$ cat src/source/remove_rows_pkg.sv
// remove_rows_pkg: shared widths, crop depth and types of the multi-stream row cropper
package remove_rows_pkg;

    // pixel word width
    localparam int PEL_WIDTH = 8;

    // row count and row length width
    localparam int SIZE_WIDTH = 7;

    // leading rows discarded from every frame
    localparam int DROP_ROWS = 7;

    // one pixel as read from a stream FIFO
    typedef logic [PEL_WIDTH-1:0] pel_t;

    // row count or row length of a frame
    typedef logic [SIZE_WIDTH-1:0] size_t;

    // per-lane frame phase
    typedef enum logic [1:0]
    {
        // waiting for both frame sizes
        LANE_IDLE = 2'd0,
        // discarding the leading rows
        LANE_DROP = 2'd1,
        // forwarding the remaining rows
        LANE_WORK = 2'd2
    } lane_state_t;

endpackage

$ cat src/source/crop_lane.sv
// crop_lane: per-stream frame FSM that loads sizes, drops leading rows and forwards the rest
`timescale 1ns/10ps

module crop_lane (
    input  logic                  clk,
    input  logic                  rst,
    input  logic                  grant,
    input  logic                  pel_empty,
    input  remove_rows_pkg::pel_t  pel_data,
    input  logic                  ext_size_empty,
    input  remove_rows_pkg::size_t ext_size_data,
    input  logic                  real_size_empty,
    input  remove_rows_pkg::size_t real_size_data,
    input  logic                  out_full,
    output logic                  req,
    output logic                  pel_rd,
    output logic                  ext_size_rd,
    output logic                  real_size_rd,
    output logic                  pel_valid,
    output remove_rows_pkg::pel_t  pel_out
);

    import remove_rows_pkg::*;

    lane_state_t state;

    // position inside the current frame
    size_t row_cnt;
    size_t col_cnt;

    // frame size latched from the size FIFOs
    size_t row_max;
    size_t col_max;

    logic act;
    logic last_col;
    logic last_drop_row;
    logic last_row;

    // ready to act this cycle, judged from the lane's own FIFOs
    always_comb
    begin
        case (state)
            LANE_IDLE: req = !ext_size_empty && !real_size_empty;
            LANE_DROP: req = !pel_empty;
            LANE_WORK: req = !pel_empty && !out_full;
            default:   req = 1'b0;
        endcase
    end

    assign act = grant && req;

    assign last_col      = (col_cnt == size_t'(col_max - 1'b1));
    assign last_drop_row = (row_cnt == size_t'(DROP_ROWS - 1));
    assign last_row      = (row_cnt == size_t'(row_max - 1'b1));

    // strobes for the granted action
    assign ext_size_rd  = act && (state == LANE_IDLE);
    assign real_size_rd = act && (state == LANE_IDLE);
    assign pel_rd       = act && (state == LANE_DROP || state == LANE_WORK);
    assign pel_valid    = act && (state == LANE_WORK);

    // the pixel passes straight on, same cycle as its read
    assign pel_out = pel_data;

    always_ff @(posedge clk)
    begin
        if (rst)
        begin
            state   <= LANE_IDLE;
            row_cnt <= '0;
            col_cnt <= '0;
        end
        else if (act)
        begin
            case (state)
                LANE_IDLE:
                begin
                    row_cnt <= '0;
                    col_cnt <= '0;
                    state   <= LANE_DROP;
                end
                LANE_DROP:
                begin
                    if (last_col)
                    begin
                        col_cnt <= '0;
                        row_cnt <= row_cnt + 1'b1;
                        // row count keeps running into the work phase
                        if (last_drop_row)
                            state <= LANE_WORK;
                    end
                    else
                        col_cnt <= col_cnt + 1'b1;
                end
                LANE_WORK:
                begin
                    if (last_col)
                    begin
                        col_cnt <= '0;
                        if (last_row)
                        begin
                            row_cnt <= '0;
                            state   <= LANE_IDLE;
                        end
                        else
                            row_cnt <= row_cnt + 1'b1;
                    end
                    else
                        col_cnt <= col_cnt + 1'b1;
                end
                default:
                    state <= LANE_IDLE;
            endcase
        end
    end

    // frame size capture
    always_ff @(posedge clk)
    begin
        if (ext_size_rd)
        begin
            row_max <= ext_size_data;
            col_max <= real_size_data;
        end
    end

    a_no_empty_read: assert property (
        @(posedge clk) disable iff (rst)
        !(pel_rd && pel_empty) && !(ext_size_rd && ext_size_empty)
            && !(real_size_rd && real_size_empty)
    )
    else
        $error("crop_lane: read strobe on an empty FIFO");

    // every frame must leave at least one row after the drop phase
    a_rows_exceed_drop: assert property (
        @(posedge clk) disable iff (rst)
        ext_size_rd |-> (ext_size_data > size_t'(DROP_ROWS))
    )
    else
        $error("crop_lane: row count %0d not above %0d", ext_size_data, DROP_ROWS);

    a_row_len_nonzero: assert property (
        @(posedge clk) disable iff (rst)
        real_size_rd |-> (real_size_data != '0)
    )
    else
        $error("crop_lane: zero row length loaded");

endmodule

$ cat src/source/output_merge.sv
// output_merge: one-hot mux of the active lane's pixel onto the shared tagged output
`timescale 1ns/10ps

module output_merge #(
    parameter int NUM_STREAMS = 2,
    localparam int TAG_W = (NUM_STREAMS > 1) ? $clog2(NUM_STREAMS) : 1
)(
    input  logic                                     clk,
    input  logic                                     rst,
    input  logic [NUM_STREAMS-1:0]                   pel_valid,
    input  remove_rows_pkg::pel_t                     pel_out [NUM_STREAMS],
    output logic                                     out_wr,
    output logic [TAG_W+remove_rows_pkg::PEL_WIDTH-1:0] out_data
);

    import remove_rows_pkg::*;

    pel_t             pel_mux;
    logic [TAG_W-1:0] tag;

    // only one lane is valid, so OR-ing gives the selected pixel and index
    always_comb
    begin
        pel_mux = '0;
        tag     = '0;
        for (int i = 0; i < NUM_STREAMS; i++)
        begin
            if (pel_valid[i])
            begin
                pel_mux = pel_mux | pel_out[i];
                tag     = tag | TAG_W'(i);
            end
        end
    end

    assign out_wr   = |pel_valid;
    assign out_data = {tag, pel_mux};

    // lanes act only under the arbiter's grant, so two writers never meet here
    a_single_writer: assert property (
        @(posedge clk) disable iff (rst)
        $onehot0(pel_valid)
    )
    else
        $error("output_merge: several lanes valid %b", pel_valid);

endmodule

$ cat src/source/remove_rows_top.sv
// remove_rows_top: multi-stream row cropper with arbiter, crop lanes and tagged output merge
`timescale 1ns/10ps

module remove_rows_top #(
    parameter int NUM_STREAMS = 2,
    localparam int TAG_W = (NUM_STREAMS > 1) ? $clog2(NUM_STREAMS) : 1
)(
    input  logic                                     clk,
    input  logic                                     rst,

    // pixel FIFOs
    input  logic [NUM_STREAMS-1:0]                   pel_empty,
    input  remove_rows_pkg::pel_t                     pel_data [NUM_STREAMS],
    output logic [NUM_STREAMS-1:0]                   pel_rd,

    // row count FIFOs
    input  logic [NUM_STREAMS-1:0]                   ext_size_empty,
    input  remove_rows_pkg::size_t                    ext_size_data [NUM_STREAMS],
    output logic [NUM_STREAMS-1:0]                   ext_size_rd,

    // row length FIFOs
    input  logic [NUM_STREAMS-1:0]                   real_size_empty,
    input  remove_rows_pkg::size_t                    real_size_data [NUM_STREAMS],
    output logic [NUM_STREAMS-1:0]                   real_size_rd,

    // shared output FIFO, full flag per stream
    input  logic [NUM_STREAMS-1:0]                   out_full,
    output logic                                     out_wr,
    output logic [TAG_W+remove_rows_pkg::PEL_WIDTH-1:0] out_data
);

    import remove_rows_pkg::*;

    logic [NUM_STREAMS-1:0] lane_req;
    logic [NUM_STREAMS-1:0] lane_grant;
    logic [NUM_STREAMS-1:0] lane_valid;
    pel_t                   lane_pel [NUM_STREAMS];

    stream_arbiter #(
        .NUM_STREAMS (NUM_STREAMS)
    ) i_arbiter (
        .clk   (clk),
        .rst   (rst),
        .req   (lane_req),
        .grant (lane_grant)
    );

    // one crop lane per stream
    for (genvar i = 0; i < NUM_STREAMS; i++)
    begin : g_lane
        crop_lane i_lane (
            .clk             (clk),
            .rst             (rst),
            .grant           (lane_grant[i]),
            .pel_empty       (pel_empty[i]),
            .pel_data        (pel_data[i]),
            .ext_size_empty  (ext_size_empty[i]),
            .ext_size_data   (ext_size_data[i]),
            .real_size_empty (real_size_empty[i]),
            .real_size_data  (real_size_data[i]),
            .out_full        (out_full[i]),
            .req             (lane_req[i]),
            .pel_rd          (pel_rd[i]),
            .ext_size_rd     (ext_size_rd[i]),
            .real_size_rd    (real_size_rd[i]),
            .pel_valid       (lane_valid[i]),
            .pel_out         (lane_pel[i])
        );
    end

    output_merge #(
        .NUM_STREAMS (NUM_STREAMS)
    ) i_merge (
        .clk       (clk),
        .rst       (rst),
        .pel_valid (lane_valid),
        .pel_out   (lane_pel),
        .out_wr    (out_wr),
        .out_data  (out_data)
    );

endmodule

$ cat src/source/stream_arbiter.sv
// stream_arbiter: fixed-priority one-hot grant of the lowest requesting lane
`timescale 1ns/10ps

module stream_arbiter #(
    parameter int NUM_STREAMS = 2
)(
    input  logic                   clk,
    input  logic                   rst,
    input  logic [NUM_STREAMS-1:0] req,
    output logic [NUM_STREAMS-1:0] grant
);

    logic [NUM_STREAMS-1:0] req_neg;

    // two's complement of req, so that the AND keeps only the lowest set bit
    assign req_neg = ~req + NUM_STREAMS'(1);

    always_comb
    begin
        grant = req & req_neg;
    end

    // grant is one-hot or empty and never reaches a lane that is not asking
    a_grant_legal: assert property (
        @(posedge clk) disable iff (rst)
        $onehot0(grant) && ((grant & ~req) == '0)
    )
    else
        $error("stream_arbiter: illegal grant %b for req %b", grant, req);

endmodule

$ cat config.mk
export PLATFORM = sky130hd
export DESIGN_NAME = remove_rows_top
export DESIGN_NICKNAME = d
export VERILOG_FILES = /design/src/source/remove_rows_pkg.sv /design/src/source/crop_lane.sv /design/src/source/output_merge.sv /design/src/source/remove_rows_top.sv /design/src/source/stream_arbiter.sv
export SDC_FILE = /design/constraint.sdc
export NUM_CORES = 1
export LEC_CHECK = 0
export ABC_AREA = 1
export BUFFER_PORTS_ARGS = -buffer_cell sky130_fd_sc_hd__buf_2
export CAP_MARGIN = 20
export CORE_MARGIN = 2
export CORE_UTILIZATION = 45
export CTS_BUF_LIST = sky130_fd_sc_hd__clkbuf_4 sky130_fd_sc_hd__clkbuf_8
export DETAILED_ROUTE_END_ITERATION = 7
export PLACE_DENSITY = 0.66
export SYNTH_ARGS = -nofsm -noshare
export SYNTH_HDL_FRONTEND = slang
export SYNTH_SLANG_ARGS = --single-unit
$ cat constraint.sdc
create_clock -name clk -period 3.1 [get_ports clk]
set_clock_uncertainty 0.15 [all_clocks]
set_input_delay 0.31 -clock clk [delete_from_list [all_inputs] [get_ports clk]]
set_output_delay 0.31 -clock clk [all_outputs]
set_load 0.1 [all_outputs]
# --- Word-level counts from Yosys, hierarchy flattened ---
# Index checks and enable logic that the tools add are counted.
word_totals:
  register_bits: 60
  latchBits: 0
  ramBits: 0
  rom_bits: 0
  input_bits: 54
  out_inout_bits: 16
  wordCells: 104
  memories: 0
op_classes:
  n_addsub: 9
  n_mul: 0
  div: 0
  n_lt_le_gt_ge: 0
  n_eq_ne: 18
  shifts: 0
  n_mux: 27
  n_bitwise: 3
  n_reduce_logical: 37
op_table:
  columns: ["cell", "count"]
  rows:
  - ["$mux 7", 8]
  - ["$pmux 7 s3", 2]
  - ["$add 7x1->7 const B", 4]
  - ["$eq 7x7->1", 4]
  - ["$pmux 7 s2", 2]
  - ["$sub 7x1->7 const B", 4]
  - ["$mux 2", 8]
  - ["$mux 8", 2]
  - ["$ne 2x1->1 const B", 8]
  - ["$eq 7x3->1 const B", 2]
  - ["$logic_and 1x1->1", 12]
  - ["$pmux 2 s3", 2]
  - ["$reduce_and 5->1", 2]
  - ["$logic_not 1->1", 8]
  - ["$or 8x8->8", 1]
  - ["$reduce_and 4->1", 2]
  - ["$pmux 1 s3", 2]
  - ["$reduce_bool 3->1", 2]
  - ["$reduce_or 2->1", 3]
  - ["$eq 2x1->1 const B", 2]
  - ["$eq 2x2->1 const B", 2]
  - ["$logic_not 2->1", 2]
  - ["$reduce_and 2->1", 2]
  - ["$reduce_bool 2->1", 2]
  - ["other kinds (5)", 6]

# --- Depth between registers and ports, before layout ---
# Gate-level depths: netlist of the first run.
logic_depth:
  depth_word: 11
  ltp_mapped: 16
  mapped_depth_nobuf: 16

# --- Modules after synthesis ---
# From an unflattened synthesis of the first run, not the netlist that was laid out.
unflattened:
  cells_unflattened: 640
  hier_area_um2: 4334.2
by_module_without_submodules:
  columns: ["module", "n_inst", "cells_per_inst", "area_per_inst_um2", "seq_area_each_um2"]
  rows:
  - ["crop_lane at g_lane[1].i_lane", 1, 303, 2115.8, 740.7]
  - ["crop_lane at g_lane[0].i_lane", 1, 304, 2069.5, 740.7]
  - ["output_merge", 1, 30, 131.4, 0.0]
  - ["stream_arbiter", 1, 3, 17.5, 0.0]

# --- Worst setup path before layout of the first run ---
# Ideal clock, no wire load.
synth_timing:
  path_type: "register to output"
  from: "register g_lane[0].i_lane.state[0]"
  to: "output port out_wr"
  arrival_ns: 3.364
  required_time_ns: 2.640
  path_slack_ns: -0.724
  path_stages_with_launch: 9
  n_path_buf: 1
  cell_sequence: "dfxtp_1 > inv_1 > ha_1 > a21oi_1 > o21ai_1 > nand2_1 > nand2_1 > buf_1 > o21ai_0"
synth_via:
  elab_chain_cells: 8
  word_cells_on_any_way: 12
  classes_between: "1 x add/sub; 2 x eq/ne; 1 x mux; 2 x bitwise; 6 x reduce/logical"
synth_lines:
  columns: ["item", "line_no", "rtl"]
  rows:
  - ["start, declared", "crop_lane.sv:25", "lane_state_t state;"]
  - ["start signal, assigned", "crop_lane.sv:70", "state <= LANE_IDLE;"]
  - ["start signal, assigned", "crop_lane.sv:81", "state <= LANE_DROP;"]
  - ["start signal, assigned", "crop_lane.sv:91", "state <= LANE_WORK;"]
  - ["$eq 2x2->1, or another cell as far along", "crop_lane.sv:43, crop_lane.sv:61", null]
  - ["$pmux 1 s3", "crop_lane.sv:43", "case (state)"]
  - ["$not 2->2", "stream_arbiter.sv:16", "assign req_neg = ~req + NUM_STREAMS'(1);"]
  - ["$add 2x1->2", "stream_arbiter.sv:16", null]
  - ["$and 2x2->2", "stream_arbiter.sv:20", "grant = req & req_neg;"]
  - ["$logic_and 1x1->1", "crop_lane.sv:51", "assign act = grant && req;"]
  - ["$logic_and 1x1->1", "crop_lane.sv:61", "assign pel_valid = act && (state == LANE_WORK);"]
  - ["$reduce_or 2->1 *", "output_merge.sv:36", "assign out_wr = |pel_valid;"]
  - ["end, declared", "remove_rows_top.sv:28", "output logic out_wr,"]
# Mark *: on every way between the ends. The rest lies on a longest branch, timed or not.

# --- Worst setup path after layout of the first run ---
layout_timing:
  from: "register g_lane[1].i_lane.state[0]"
  to: "output port out_data[0] (netlist bit)"
layout_via:
  elab_chain_cells: 8
  word_cells_on_any_way: 10
  classes_between: "1 x add/sub; 2 x eq/ne; 2 x mux; 2 x bitwise; 3 x reduce/logical"
layout_lines:
  columns: ["item", "line_no", "rtl"]
  rows:
  - ["start, declared", "crop_lane.sv:25", null]
  - ["start signal, assigned", "crop_lane.sv:70", null]
  - ["start signal, assigned", "crop_lane.sv:81", null]
  - ["start signal, assigned", "crop_lane.sv:91", null]
  - ["$eq 2x2->1, or another cell as far along", "crop_lane.sv:43, crop_lane.sv:61", null]
  - ["$pmux 1 s3", "crop_lane.sv:43", null]
  - ["$not 2->2", "stream_arbiter.sv:16", null]
  - ["$add 2x1->2", "stream_arbiter.sv:16", null]
  - ["$and 2x2->2", "stream_arbiter.sv:20", null]
  - ["$logic_and 1x1->1", "crop_lane.sv:51", null]
  - ["$logic_and 1x1->1 *", "crop_lane.sv:61", null]
  - ["$mux 8 *", "output_merge.sv:28", "if (pel_valid[i])"]
  - ["end, declared", "remove_rows_top.sv:29", "output logic [TAG_W+remove_rows_pkg::PEL_WIDTH-1:0] out_data"]
# Marks and branches as above.

==> results of run 1 <==
[layout make-up]
type                    count  area (sq um)  area share
clock buffers              11         151.4     0.02890
clock inverters             5         50.05    0.009553
inverters                  83         311.5     0.05947
multi-input cells         427          2213      0.4225
flip-flops and latches     60          1481      0.2828
well taps                 108         135.1     0.02579
repair buffers            103         895.9      0.1710
[worst reg2reg max path, stage by stage, from the launching register on]
cell and delay [ps]:
dfxtp_1 340, inv_1 90, ha_1 200, inv_1 110, nand2_2 130, nand2_1 70
a21oi_1 120, nand2_1 60, buf_4 190, nor2_1 420, buf_4 260
[sequential cells by signal, summed over array words and instances (netlist names)]
name                   cells
g_lane.i_lane.row_max     14
g_lane.i_lane.state        4
g_lane.i_lane.col_cnt     14
g_lane.i_lane.row_cnt     14
g_lane.i_lane.col_max     14
[per-stage QoR]
step	util	total power, W
2_1_floorplan	-	0.002461
3_3_place_gp	0.5423	0.002895
3_5_place_dp	0.5423	0.002934
4_1_cts	0.5972	0.003683
5_1_grt	0.5978	0.003937
6_report	0.5978	0.003674
[placed cells by master (no fill, tap or decap), drive strengths merged]
| cell type | instances |
|---|---|
| dfxtp | 32 |
| xnor2 | 12 |
| nor4 | 1 |
| a21boi | 1 |
| nand3b | 1 |
| o22ai | 2 |
| o21ai | 19 |
| and2 | 2 |
| nand3 | 44 |
| nand4 | 6 |
| inv | 82 |
| ha | 19 |
| clkbuf | 11 |
| a32o | 8 |
| bufinv | 1 |
| a21oi | 33 |
| xor2 | 11 |
| nor3b | 1 |
| buf | 75 |
| nand2 | 165 |
| o21bai | 1 |
| clkinv | 5 |
| nor2 | 97 |
| nor3 | 4 |
| dlygate4sd3 | 28 |
| edfxtp | 28 |
[what timing repair did]
| item | 4_1_cts | 5_1_grt |
|---|---|---|
| hold buffers | 28 | 0 |
| resized for setup | 0 | 1 |
| hold endpoints to repair | 28 | 0 |
| setup endpoints to repair | 0 | 8 |
[cell families after synthesis]
| kind of cell | Yosys count |
|---|---|
| buffers and inverters | 100 |
| AOI/OAI and AO/OA | 64 |
| adders and majority gates | 19 |
| xor gates and xnor gates | 23 |
| and+or+nand+nor | 321 |
| DFF | 60 |
[final timing paths]
kind	startpoint	to	slack, ps	cells after the start
max reg2reg	g_lane[1].i_lane.state[0]$_SDFFE_PP0P_	g_lane[1].i_lane.row_max[3]$_DFFE_PP_	700	10
min reg2reg	g_lane[1].i_lane.col_cnt[4]$_SDFFE_PP0P_	g_lane[1].i_lane.col_cnt[4]$_SDFFE_PP0P_	340	2
min	rst	g_lane[1].i_lane.row_cnt[6]$_SDFFE_PP0P_	220	2
max	g_lane[1].i_lane.state[0]$_SDFFE_PP0P_	out_data[0]	310	11
[report_power, final]
group	switching (W)	leakage [nW]	internal (W)
sequential	0.000142	0.518	0.00100
combinational	0.00120	1.72	0.000613
clock	0.000306	0.109	0.000409
[per-layer routing]
| metal | vias up | routed length (microns) | global-route usage | part of all wire |
|---|---|---|---|---|
| li1 | 2050 | - | - | - |
| met1 | 1772 | 4330 | 0.2663 | 0.45 |
| met2 | 106 | 4577 | 0.3571 | 0.48 |
| met3 | 6 | 560 | 0.03935 | 0.059 |
| met4 | 0 | 75 | 0.05690 | 0.0079 |
| met5 | - | 0 | 0 | 0 |
==> results.md, run 1 <==
- Filler-free cell count of the finished design: about 800
- Leak pwr: approximately 2.4 nW
- Clock input transition at the sequential cells of the worst setup and hold paths: 70 ps
- Main combinational cell family by area after synthesis: simple AND/OR/NAND/NOR gates
- Vertical extent of the die: 99.43 microns
- Proportion of synthesized chip area in sequential cells: 0.3615
- Cell area after synthesis: 4098 sq um
- Run status: finished clean
- Number of endpoints with negative hold slack in the final report: 0
- Post-layout instance area: 5239 sq um
- Post-Synthesis Mean Instance Area: between 6 and 7 sq um
- Number of placed I/O pins: 70
- Pin count of the biggest net entering global routing: 20
- Number of nets at the end of the flow: 757
- Share of the synthesized area in compound gates (AO/OA/AOI/OAI): 0.09618
- Post-synth EDFFs: 28
- Buffer type at the clock tree root: clkbuf_8
- Number of detailed-route iterations in the first pass: 4
- Wire length after detailed routing: 9.543 mm
- Ranking of synthesized cells by area: edfxtp_1 (21%), dfxtp_1 (16%), nand2_1 (14%), nor2_1 (7.9%), inv_1 (7.1%)
- Crit path largest cell delay: 340 ps
- Layout cells sized above 1: 0.1713
- Die Width: 99.43 microns
- Depth of the CTS H-tree: 3
- Type of the tightest min-delay check: input pin to register
- Highest achievable clock rate: approximately 360 MHz
- Routed vias: about 3900
- Total Routing Usage GR: 0.2072
- Number of antenna violations at the first check in global routing: 0
- Dpl hpwl: 7.329 mm
- Clock period minus final worst setup slack: 2794 ps
- Count of antenna diodes in the layout: 0
- Area share of xor/xnor cells in the synthesized design: 0.04916
- Critical Path AT: between 2000 and 2500 ps
- Drt wl/cell: 11.97 microns
- Critical Path Source Type: register
- Worst slack on hold paths: between 200 and 250 ps
- Core Footprint: about 9000 sq um
- Total of max-cap violations: 0
- Most frequently used cell type in the post-synthesis netlist: nand2_1
- Total power density per cell area: between 700 and 800 nW/um^2
- Post-synthesis share of cell area spent on and, or, nand and nor gates: 0.3356
- CP max FO: 12
- Setup Viol. Count Final: 0
- Placed inst area: around 4800 sq um
- Seq cells post-synth: 60
- Total clock buffers created by CTS: 9
- Number of inserted filler cells in the final layout: 783
- Cell Count Post-Placement: ~750
- YS warnings: 0
- Maximum vdd ir drop: around 0.00035 V
- Remaining routing DRC violations: 0
- CTS tree: built
- Final weighted congestion of routability-driven global placement: 0.8968
- RSZ-0062 raised after global routing: false
- Number of nets with antenna violations after routing: 0
- Post-Place Worst Slack: 506.5 ps
- Share of the synthesized area in the top cell type: 0.2052
- Initial core utilization: 0.4676
- Sink count of the clock tree: 60
- Synth cell count leaders: nand2_1 (158), nor2_1 (86), inv_1 (78), nand3_1 (42), a21oi_1 (33)
- Area growth from synthesis to final layout: 27.85%
- Number of nets produced by synthesis: 660
- Share of synthesized cell area in full adder, half adder and majority cells: 0.05802
- Fin crit share: 0.9014
- Later-pin clock latency in the skew report: 340 ps
- Via count of the first global-routing pass: 3864
- GRT overflow: 0
- Die area: 9885 sq um
- Post-CTS repair timing setup buffer count: 0
- Site row count: 34
- Number of buffer and inverter instances along the worst setup path: 4
- Clock tree buffer depth: 2
- Count of routing violations after the opening detailed-route iteration: 124
- Type of the setup path with the least slack: register to primary output
- Relative max-transition margin: 0.6560
- Worst endpoint required time: 2640 ps
- Setup TNS: 0 ps
- Asr flop ratio synth: 0
- Via/cell ratio: 4.936
- Worst-path cell with the longest stage delay: dfxtp_1
- Count of mapped cells out of synthesis: 587
- Slew at the pin closest to its max-slew limit: 514.0 ps
- Worst path cell trace: inv_1 -> ha_1 -> inv_1 -> nand2_2 -> nand2_1 -> a21oi_1 -> nand2_1 -> buf_4 -> nor2_4 -> a32o_1 -> buf_12
- Port-buffer cells: a little under 70
- Proportion of synthesized area in mux cells: 0
- Endpoint class of the critical path: primary output
- Cell type contributing the most total cell area after synthesis: edfxtp_1
- First-pass GRT wire length: 16.85 mm
- Main synth FF type: dfxtp_1
- Max-slew violation count: 0
- CP delay by family, top: buffers and inverters
- Post-route setup slack: 305.5 ps
- Count of unique library cells instantiated by Yosys: 36
Note: power is estimated with default switching activity, not from simulation.
==> inputs of run 2 (changes only) <==
ABC_AREA = not set   (was 1)
PLACE_DENSITY = 0.67   (was 0.66)
==> results.md, run 2 <==
- Run status: finished clean
- RSZ-0062 raised after global routing: false
- Post-route setup slack: 196.7 ps
- Drt wl/cell: 13.26 microns
- Sink count of the clock tree: 60
- Number of nets with antenna violations after routing: 0
- Fin crit share: 0.9366
- Count of antenna diodes in the layout: 0
- Critical Path Start: g_lane[0].i_lane.state[0]$_SDFFE_PP0P_
- R2R depth: 8
- Buffer type at the clock tree root: clkbuf_8
- Worst endpoint required time: 2640 ps
- Type of the setup path with the least slack: register to primary output
- Count of routing violations after the opening detailed-route iteration: 109
- Later-pin clock latency in the skew report: around 340 ps
- Asr flop ratio synth: 0
- Depth of the CTS H-tree: 3
- Most common cell after layout, fill and taps aside: buf_2
- Count of mapped cells out of synthesis: around 410
- Number of placed I/O pins: 70
- Core Footprint: 8217 sq um
- CP max FO: 9
- Count of unique library cells instantiated by Yosys: 60
- Clock period minus final worst setup slack: 2903 ps
- Die area: between 9000 and 10000 sq um
- Number of nets at the end of the flow: 580
- Clock tree buffer depth: 2
- Post-Place Worst Slack: about 280 ps
- Number of detailed-route iterations in the first pass: 5
- R2R Path End: g_lane[1].i_lane.row_cnt[2]$_SDFFE_PP0P_
- Highest achievable clock rate: roughly 340 MHz
- Final weighted congestion of routability-driven global placement: 0.8035
- YS warnings: 0
- Cell area after synthesis: 3809 sq um
- Total power density per cell area: 516.0 nW/um^2
- Cell type contributing the most total cell area after synthesis: edfxtp_1
- Leak pwr: 1.948 nW
- CTS tree: built
- Critical Path AT: 2440 ps
- Critical Path Source Type: register
- Number of endpoints with negative hold slack in the final report: 0
- Number of nets produced by synthesis: 482
- Pin count of the biggest net entering global routing: 32
- Total of max-cap violations: 0
- Type of the tightest min-delay check: input pin to register
- Wire length after detailed routing: 8.169 mm
- Area growth from synthesis to final layout: 28.65%
- Setup Viol. Count Final: 0
- Maximum vdd ir drop: 0.0002450 V
- Endpoint class of the critical path: primary output
- Post-synth EDFFs: 28
- Initial core utilization: 0.4635
- Remaining routing DRC violations: 0
- Cell Count Post-Placement: 573
- CP Capture Point: out_data[3]
- Post-Synthesis Mean Instance Area: 9.312 sq um
- First-pass GRT wire length: 13.36 mm
- Commonest cells after routing, fill and taps aside: buf_2 (54), dfxtp_1 (32), edfxtp_1 (28), dlygate4sd3_1 (28), inv_1 (26)
- Share of the synthesized area in the top cell type: 0.2208
- Layout cells sized above 1: 0.2016
- Port-buffer cells: 69
- Main synth FF type: dfxtp_1
- Clock input transition at the sequential cells of the worst setup and hold paths: 60 ps
- Max-slew violation count: 0
- Reg-to-reg startpoint: g_lane[1].i_lane.row_max[2]$_DFFE_PP_
- Synth cell count leaders: dfxtp_1 (32), edfxtp_1 (28), inv_1 (26), nor2_1 (24)
- Routed vias: 3361
- Slew at the pin closest to its max-slew limit: 546.5 ps
- Seq cells post-synth: 60
- Site row count: 33
- Proportion of synthesized chip area in sequential cells: 0.3890
- Die Width: 96 microns
- Setup TNS: 0 ps
- Ranking of synthesized cells by area: edfxtp_1 (22%), dfxtp_1 (17%), ha_1 (6.2%), xnor2_1 (5.1%), inv_1 (2.6%)
- Most frequently used cell type in the post-synthesis netlist: dfxtp_1
- Number of inserted filler cells in the final layout: 679
- Via count of the first global-routing pass: 3185
- Worst slack on hold paths: about 300 ps
- Number of antenna violations at the first check in global routing: 0
- GRT overflow: 0
- Total Routing Usage GR: 0.1831
- Post-CTS repair timing setup buffer count: 0
- Vertical extent of the die: 96 microns
- Total clock buffers created by CTS: 9
- Setup slack on the worst flop-to-flop path: around 280 ps
- Filler-free cell count of the finished design: ~620
- Dpl hpwl: 6.086 mm
- Via/cell ratio: between 5 and 6
- Core occupancy in the finished layout: 0.5963
- Relative max-transition margin: 0.6357
## run 2: cell count changes after synthesis, sizes merged, moves of 14 or more
cell,delta
nand2,-143
nand2b,+14
a21oi,-17
nand3,-31
inv,-56
nor2,-73
## run 2: cell type report
type | count | area [sq um] | area share
clock inverters | 4 | 17.52 | 0.003575
repair buffers | 106 | 905.9 | 0.1849
multi-input cells | 304 | 2127 | 0.4341
flip-flops and latches | 60 | 1481 | 0.3023
inverters | 26 | 97.59 | 0.01992
well taps | 105 | 131.4 | 0.02681
clock buffers | 11 | 138.9 | 0.02835
## run 2: worst min-delay path by stage
stage / startpoint / end / slack (ps) / depth (start not counted)
5_1_grt: rst / g_lane[1].i_lane.col_cnt[0]$_SDFFE_PP0P_ / 330 / 3
3_3_place_gp: real_size_data[8] / g_lane[0].i_lane.col_max[1]$_DFFE_PP_ / 340 / 1
4_1_cts: rst / g_lane[1].i_lane.state[0]$_SDFFE_PP0P_ / 300 / 4
6_report: rst / g_lane[1].i_lane.state[0]$_SDFFE_PP0P_ / 300 / 4
3_5_place_dp: real_size_data[2] / g_lane[1].i_lane.col_max[2]$_DFFE_PP_ / 340 / 1
2_1_floorplan: real_size_data[7] / g_lane[0].i_lane.col_max[0]$_DFFE_PP_ / 260 / 0
## run 2: per-layer routing
metal | up-vias | routed length, microns | global-route usage
met2 | 87 | 4049 | 0.3293
met3 | 13 | 501 | 0.02662
met5 | - | 0 | 0
met4 | 0 | 97 | 0.08214
li1 | 1703 | - | -
met1 | 1558 | 3520 | 0.2139
## run 2: what timing repair did
| action | CTS | global route |
|---|---|---|
| pin swaps | 0 | 0 |
| hold buffers | 28 | 0 |
| resized for setup | 1 | 2 |
| setup endpoints to repair | 8 | 8 |
| endpoints found under the hold margin | 28 | 0 |
## run 2: report_power, final
part	switching (W)	internal, W	leakage, nW
clock network	0.000293	0.000295	0.0849
registers	0.0000772	0.000942	0.519
logic	0.000542	0.000380	1.34
## run 2: cells by family after synthesis
family | after synthesis | synth area share
compound gates | 99 | 0.1869
buf+inv | 45 | 0.05322
xor+xnor | 28 | 0.06800
fa+ha+maj | 19 | 0.06242
flops | 60 | 0.3890
simple gates | 155 | 0.2323
mux | 3 | 0.008213
## run 2: stage by stage
stage / power, W / instance area [sq um]
finish: 0.002528 / 4900
global placement: 0.001908 / 4458
detailed placement: 0.001932 / 4458
global route: 0.002666 / 4900
CTS: 0.002553 / 4896
floorplan: 0.001685 / 3809
## run 2: critical path: stages, from the launching register on
cell	delay [ps]
dfxtp_1	350
inv_1	90
ha_1	220
nand2b_1	70
a21o_1	190
a21oi_1	230
buf_4	200
and2_1	320
a22o_1	240
buf_12	180
